$ cat src/hdl/mcb_pkg.sv
package mcb_pkg;

  localparam int dword_width      = 64;
  localparam int dev_addr_width   = 20;
  localparam int addr_width       = 32;

  localparam int x_cord_width     = 7;
  localparam int y_cord_width     = 7;
  localparam int cord_width       = x_cord_width + y_cord_width;
  localparam int pod_x_cord_width = 3;
  localparam int pod_y_cord_width = 4;
  localparam int pod_cord_width   = pod_x_cord_width + pod_y_cord_width;

  localparam int spad_width       = 32;
  localparam int spad_els         = 1024;
  localparam int spad_addr_width  = $clog2(spad_els);
  localparam int spad_bytes       = spad_els * (spad_width / 8);

  // element order on the register port strobes.
  localparam int reg_els          = 4;
  localparam int el_dram_offset   = 0;
  localparam int el_dram_pod      = 1;
  localparam int el_host_cord     = 2;
  localparam int el_spad          = 3;

  localparam logic [dev_addr_width-1:0] reg_dram_offset_addr = 20'h0_0000;
  localparam logic [dev_addr_width-1:0] reg_dram_pod_addr    = 20'h0_0004;
  localparam logic [dev_addr_width-1:0] reg_host_cord_addr   = 20'h0_0008;
  localparam logic [dev_addr_width-1:0] spad_base_addr       = 20'h0_1000;
  localparam logic [dev_addr_width-1:0] spad_end_addr        =
    spad_base_addr + dev_addr_width'(spad_bytes); // first address past the scratchpad.

  typedef enum logic [0:0]
  {
    e_mem_rd = 1'b0,
    e_mem_wr = 1'b1
  } mem_msg_e;

  typedef struct packed
  {
    mem_msg_e                  msg_type;
    logic [dev_addr_width-1:0] addr;
    logic [1:0]                size;     // carried through, never decoded.
  } mem_header_t;

  typedef struct packed
  {
    logic [pod_cord_width-1:0] pod;
    logic [addr_width-1:0]     addr;
    logic [cord_width-1:0]     src;
  } dram_pkt_t;

endpackage
$ cat src/hdl/dram_addr_xlate.sv
`timescale 1ns/1ps

module dram_addr_xlate
  import mcb_pkg::*;
  (
    input  logic                      clk_i,
    input  logic                      reset_i,
    input  logic                      dram_req_v_i,
    input  logic [addr_width-1:0]     dram_req_addr_i,
    input  logic [pod_cord_width-1:0] dram_pod_i,
    input  logic [addr_width-1:0]     dram_offset_i,
    input  logic [cord_width-1:0]     host_cord_i,
    output logic                      dram_pkt_v_o,
    output dram_pkt_t                 dram_pkt_o
  );

  dram_pkt_t pkt_n;
  dram_pkt_t pkt_r;
  logic      pkt_v_r;

  always_comb
  begin
    pkt_n.pod  = dram_pod_i;
    pkt_n.addr = dram_offset_i + dram_req_addr_i; // wraps at 2**32.
    pkt_n.src  = host_cord_i;
  end

  always_ff @(posedge clk_i)
  begin
    if (reset_i)
      pkt_v_r <= 1'b0;
    else
      pkt_v_r <= dram_req_v_i;
  end

  // config is sampled with the request.
  always_ff @(posedge clk_i)
  begin
    if (dram_req_v_i)
      pkt_r <= pkt_n;
  end

  assign dram_pkt_v_o = pkt_v_r;
  assign dram_pkt_o   = pkt_r;

endmodule

$ cat config.mk
export PLATFORM = sky130hd
export DESIGN_NAME = dram_addr_xlate
export DESIGN_NICKNAME = d
export VERILOG_FILES = /design/src/hdl/mcb_pkg.sv /design/src/hdl/dram_addr_xlate.sv
export SDC_FILE = /design/constraint.sdc
export NUM_CORES = 1
export LEC_CHECK = 0
export BUFFER_PORTS_ARGS = -buffer_cell sky130_fd_sc_hd__buf_2
export CAP_MARGIN = 25
export CELL_PAD_IN_SITES_DETAIL_PLACEMENT = 2
export CELL_PAD_IN_SITES_GLOBAL_PLACEMENT = 2
export CORE_ASPECT_RATIO = 0.75
export CORE_MARGIN = 5
export CORE_UTILIZATION = 27
export CTS_BUF_LIST = sky130_fd_sc_hd__clkbuf_8
export DETAILED_ROUTE_END_ITERATION = 8
export PLACE_DENSITY = 0.8
export SETUP_SLACK_MARGIN = 0.05
export SYNTH_ARGS = -nofsm -noshare
export SYNTH_HDL_FRONTEND = slang
export SYNTH_SLANG_ARGS = --single-unit
$ cat constraint.sdc
create_clock -name clk_i -period 2.1 [get_ports clk_i]
set_clock_uncertainty 0.1 [all_clocks]
set_input_delay 0.105 -clock clk_i [delete_from_list [all_inputs] [get_ports clk_i]]
set_output_delay 0.105 -clock clk_i [all_outputs]
set_load 0.02 [all_outputs]
== Word level (Yosys, flattened, before mapping) ==
Cells that the tools add are included.

* Output and inout port bits: 54
* Input bits: 88
* Flip-flop bits (word level): 54
* Logic and storage cells: 5

* $add $sub $neg: 1

{| class="wikitable"
|+ Operators with widths
! operator !! count
|-
| $add A32 B32 Y32 || 1
|}

== Longest topological paths before layout ==
Gate-level depths: netlist of run 1.

* Depth in word-level cells: 1
* Depth in mapped cells: 9
* Mapped depth without buffers: 9

== Worst setup path before layout of run 1 ==
OpenSTA, ideal clock, no wires.

* Path type: input -> register
* From: input port dram_req_addr_i[0]
* To: register pkt_r (netlist bit dram_pkt_o[40]) (data pin)
* Setup slack: -168 ps
* Data arrival time: 1,903 ps
* Path buffers: 0
* Data required time: 1,735 ps
* Stages on the path: 9
* Setup time: 265 ps
* Cells stage by stage: ha_1 -> fa_1 -> a21o_1 -> a31o_1 -> nand2_1 -> o221ai_1 -> a311oi_1 -> o21bai_1 -> xor2_1

{| class="wikitable"
|+ RTL lines
! item !! RTL line !! RTL
|-
| from (decl) || dram_addr_xlate.sv:9 || <nowiki>input logic [addr_width-1:0] dram_req_addr_i,</nowiki>
|-
| to (signal assigned) || dram_addr_xlate.sv:40 || <nowiki>pkt_r <= pkt_n;</nowiki>
|-
| to (decl) || dram_addr_xlate.sv:18 || <nowiki>dram_pkt_t pkt_r;</nowiki>
|}

==> impl_metrics.ini, run 1 <==
[floorplan]
boundaryPins = 142
coreArea_sq_um = 12300
start_util_pct = 27.4
rows = 35
die_x_um = 139
die_h_um = 107
die-area_sq_um = 14800

[routing]
first_pass_iters = 4
num_vias = 3424
wl_um = 14900
ant_nets = 0
drtIter0Drc = 85
drc_errors = 0
via_per_inst = 4.86
wl_per_cell_um = 21.1

[power]
ir_drop_mv = 0.287
pwr_density_cell_nw_per_um2 = 635
leakage_uw = 0.00249

[sta]
timing.final.crit_share_pct = 99.6
slew_headroom_pct = 76.7
max_clock_freq_mhz = 478
worst_pin_slew_ps = 345
min_period_ps = 2090
setup_viol = 0
report.final.slew_viol_count = 0
hold_violations = 0
rsz0062_at_grt = true

[synth]
synthCells = 295
syn_area_sq_um = 3370
synth_cell_type_count = 53
synth_nets = 415
synthSimpleGateAreaFrac_pct = 9.59
synthFlopType = edfxtp_1
ys_warn_count = 0
synth_edf_count = 53
postSynth.asyncResetShare_pct = 0
synth_top_area_cell = edfxtp_1
synth.area.mux_share_pct = 0.595
synth_top_family_by_area = compound AO/OA/AOI/OAI gates
synth_xor_area_share_pct = 7.29
synth-compound-area-share_pct = 20.6
synth.most_common_cell = edfxtp_1
synthTopCellsByCount = edfxtp_1 (53), ha_1 (31), a21oi_1 (29)
avgSynthCellArea_sq_um = 11.4
synthTopCellsByArea = edfxtp_1 (47%), ha_1 (12%), a21oi_1 (4.3%)
synth_top_area_share_pct = 47.3
synth_fa_ha_area_share_pct = 12.1
ys_seq_area_share_pct = 47.9
ys_seq_elements = 54

[layout]
finalInstanceArea_sq_um = 5520
drive_gt1_share_pct = 51.2
layout.cells.non_filler = 705
antenna_cells = 0
nNetsFinal = 658
area_delta_synth_final_pct = 64.1

[grt]
grt_antenna_before_repair = 0
grt_start_max_net_pins = 55
track_usage_pct = 18.7
grt.overflow.total = 0
grt_pass1_vias = 3874
grt_pass1_wl_um = 21700

[placed_design]
io_buffers = 141
place_area_sq_um = 4960
place.gp.congestion = 0.827
dp.cells = 670
dp_hpwl_um = 11100

[clocking]
htreeDepth = 2
cts_tree = done
cts_sinks = 54
clkSlewWorstSetupHoldPaths_ps = 120
root_buffer = clkbuf_8
cts_buffer_depth = 2
cts_buffers = 5

[worst_hold_path]
min_path_type = in -> reg
holdPathStages = 2
hp-start = dram_offset_i[0]
holdPathEnd = dram_pkt_o[14]$_DFFE_PP_

[critical_path]
critical_path.startpoint_type = input pin
cp.arrival_ps = 2070
worstSetupEndpointType = flop
required_ps = 2080
critPathMaxFanout = 4
crit_type = in -> reg

[outcome]
status = completed

[run]
drv_cap = 0
[metal layers]
metal | wire [um] | vias up | global-route usage (%)
met1 | 5970 | 1656 | 21.4
met2 | 7660 | 137 | 36.2
met4 | 245 | 0 | 3.14
met3 | 1000 | 16 | 3.88
met5 | 0 | - | 0
li1 | - | 1615 | -
[cells by family (layout without fill, tap and decap cells)]
family | Yosys count | after routing
flip-flops | 54 | 54
AND/OR/NAND/NOR | 66 | 66
XOR/XNOR | 28 | 28
buffers and inverters | 16 | 260
AO/OA/AOI/OAI | 97 | 97
multiplexers | 2 | 2
adder cells (fa/ha/maj) | 32 | 32
[critical path, cell delays in order]
cell	delay, ps
buf_2	120
ha_4	170
fa_2	360
a21o_1	190
a31o_4	250
nand2_4	80
o221ai_4	120
a311oi_2	380
o21bai_1	140
xor2_1	150
[cell type report]
type | count | area [sq um]
fill | 1280 | 6740
multi-input combinational | 225 | 1970
sequential | 54 | 1610
timing repair buffer | 246 | 1610
tap | 166 | 208
clock buffer | 5 | 68.8
clock inverter | 3 | 28.8
inverter | 6 | 22.5
[what timing repair did]
item / CTS / global route
resized for setup: 6 / 35
setup buffers: 1 / 4
hold buffers: 22 / 0
pin swaps: 3 / 8
setup endpoints to repair: 7 / 12
endpoints found under the hold margin: 22 / 0
[flip-flops by register name (all words and copies together), names as in the netlist]
name	flops
dram_pkt_o	53
dram_pkt_v_o	1
[worst max path at each step]
stage,cells after the start,from,endpoint
floorplan,8,dram_offset_i[8],dram_pkt_o[45]$_DFFE_PP_
global placement,10,dram_req_addr_i[18],dram_pkt_o[40]$_DFFE_PP_
detailed placement,10,dram_req_addr_i[21],dram_pkt_o[40]$_DFFE_PP_
CTS,9,dram_req_addr_i[8],dram_pkt_o[45]$_DFFE_PP_
global route,9,dram_req_addr_i[10],dram_pkt_o[45]$_DFFE_PP_
finish,10,dram_offset_i[0],dram_pkt_o[40]$_DFFE_PP_
[report_power, final]
group	total, uW	internal (uW)	leakage (uW)	switching, uW
clock network	652	249	0.0000502	403
registers	1410	1360	0.000527	52.5
logic	1440	655	0.00191	789
total	3510	2270	0.00249	1240
[stage by stage]
step	setup TNS (ps)	worst slack, ps	hold slack [ps]	power [uW]	util, %
2_1_floorplan	-60.2	-60.2	76.6	2100	-
3_3_place_gp	-3340	-389	162	2660	40.5
3_5_place_dp	-4830	-481	169	2740	40.5
4_1_cts	0	12.3	34.2	3430	43.4
5_1_grt	-108	-61.0	16.1	3700	45.1
6_report	0	8.76	36.5	3510	45.1
[cells in the final DEF (no fill, tap or decap), types with 13 or more instances in the layout]
cell type      count
a21o_1            19
buf_2            133
a21oi_1           20
nand2_1           17
xor2_1            15
ha_1              20
edfxtp_1          53
xnor2_1           13
buf_4             82
dlygate4sd3_1     22
(Power assumes the default switching activity.)
==> run 2, diff against run 1 <==
--- a/config.mk
+++ b/config.mk
@@ -10,10 +10,12 @@
 export CELL_PAD_IN_SITES_DETAIL_PLACEMENT = 2
 export CELL_PAD_IN_SITES_GLOBAL_PLACEMENT = 2
 export CORE_ASPECT_RATIO = 0.75
-export CORE_MARGIN = 5
+export CORE_MARGIN = 1.5
 export CORE_UTILIZATION = 27
 export CTS_BUF_LIST = sky130_fd_sc_hd__clkbuf_8
+export CTS_CLUSTER_SIZE = 12
 export DETAILED_ROUTE_END_ITERATION = 8
+export GPL_TIMING_DRIVEN = 0
 export PLACE_DENSITY = 0.8
 export SETUP_SLACK_MARGIN = 0.05
 export SYNTH_ARGS = -nofsm -noshare
==> impl_metrics.ini, run 2 (synthesis results as in run 1) <==
[floorplan]
die_x_um = 132
boundaryPins = 142
die-area_sq_um = 13200
start_util_pct = 27.5
coreArea_sq_um = 12200
rows = 35
die_h_um = 99.7

[power]
power.total_uw = 3340
leakage_uw = 0.00217
ir_drop_mv = 0.296
pwr_density_cell_nw_per_um2 = 656

[routing]
via_per_inst = 4.94
num_vias = 3169
m1WireLength_um = 5460
wl_met2_um = 6600
wl_um = 12800
ant_nets = 0
wl_per_cell_um = 19.9
top_layer = met4
drtIter0Drc = 93
first_pass_iters = 4
drc_errors = 0
wl_met3_um = 701

[layout]
finalInstanceArea_sq_um = 5090
drive_gt1_share_pct = 45.6
nFillCells = 1293
largest_reg_flops = 53
final_common_cell = buf_2
multi_input_area_sq_um = 2040
seqCellArea_sq_um = 1610
final_cell_mix = buf_2 (138), edfxtp_1 (53), dlygate4sd3_1 (23)
antenna_cells = 0
nNetsFinal = 595
area_delta_synth_final_pct = 51.3
post-route-util_pct = 41.7

[grt]
track_usage_pct = 18.2
grt_pass1_wl_um = 18500
grt_antenna_before_repair = 0
grt_start_max_net_pins = 42
grt.overflow.total = 0
grt_pass1_vias = 3376

[critical_path]
critPathMaxFanout = 6
cp.arrival_ps = 2050
crit_type = in -> reg
critical_path.startpoint_type = input pin
required_ps = 2070
crit_chain = buf_2, ha_4, o211ai_4, o21ai_4, o21bai_4, a22oi_4, a31oi_4, o311a_1, or3_1
slowest_stage = or3_1
slowest_delay_ps = 350
worstSetupEndpointType = flop

[sta]
setup_viol = 0
timing.final.crit_share_pct = 99.2
slew_headroom_pct = 71.0
min_period_ps = 2080
max_clock_freq_mhz = 480
rsz0062_at_grt = true
worst_pin_slew_ps = 435
report.final.slew_viol_count = 0
hold_violations = 0

[clocking]
cts_tree = done
cts_sinks = 54
cts_buffer_depth = 2
clkSlewWorstSetupHoldPaths_ps = 120
htreeDepth = 2
root_buffer = clkbuf_8
cts_buffers = 5

[placed_design]
place_area_sq_um = 4430
io_buffers = 141
place.gp.congestion = 0.781
dp_hpwl_um = 8870

[outcome]
status = completed

[run]
drv_cap = 0

[worst_hold_path]
min_path_type = in -> reg
## run 2: path summary, 6_finish.rpt
kind,startpoint,end,slack [ps],depth (start not counted)
max,dram_req_addr_i[4],dram_pkt_o[45]$_DFFE_PP_,20,9
min,dram_req_addr_i[10],dram_pkt_o[24]$_DFFE_PP_,130,3
## run 2: critical path: cells and delay by family
family / cells / cell delay [ps]
compound gates: 6 / 1140
fa+ha+maj: 1 / 320
buf+inv: 1 / 120
simple gates: 1 / 350
## run 2: cell type report
cell class,instances,area share (%)
multi-input cells,225,40.0
repair buffers,178,21.4
plain buffers,5,0.516
inverters,6,0.442
clock buffers,5,1.35
well taps,166,4.08
flip-flops and latches,54,31.6
clock inverters,3,0.565
## run 2: stage by stage
stage	std cells	setup TNS [ps]	hold WS, ps	worst slack [ps]
3_3_place_gp	602	-4080	164	-513
2_1_floorplan	295	-60.2	76.6	-60.2
3_5_place_dp	603	-4990	173	-565
6_report	642	0	127	16.9
5_1_grt	642	-33.6	137	-24.4
4_1_cts	636	0	102	16.7
## run 2: repair_timing
action,CTS,global route
pin swaps,11,13
hold buffers,23,0
endpoints found under the hold margin,23,0
resized for setup,19,31
setup endpoints to repair,6,8
setup buffers,6,7
## run 2: metal layers
metal	vias to the layer above	global-route usage, %
met5	-	0
met4	0	2.39
met3	4	3.92
met2	116	33.5
met1	1558	22.3
li1	1491	-
## run 2: where the power goes
| group | switching [uW] | total (uW) | internal, uW |
|---|---|---|---|
| registers | 41.1 | 1400 | 1360 |
| clock network | 408 | 660 | 251 |
| logic | 745 | 1280 | 533 |
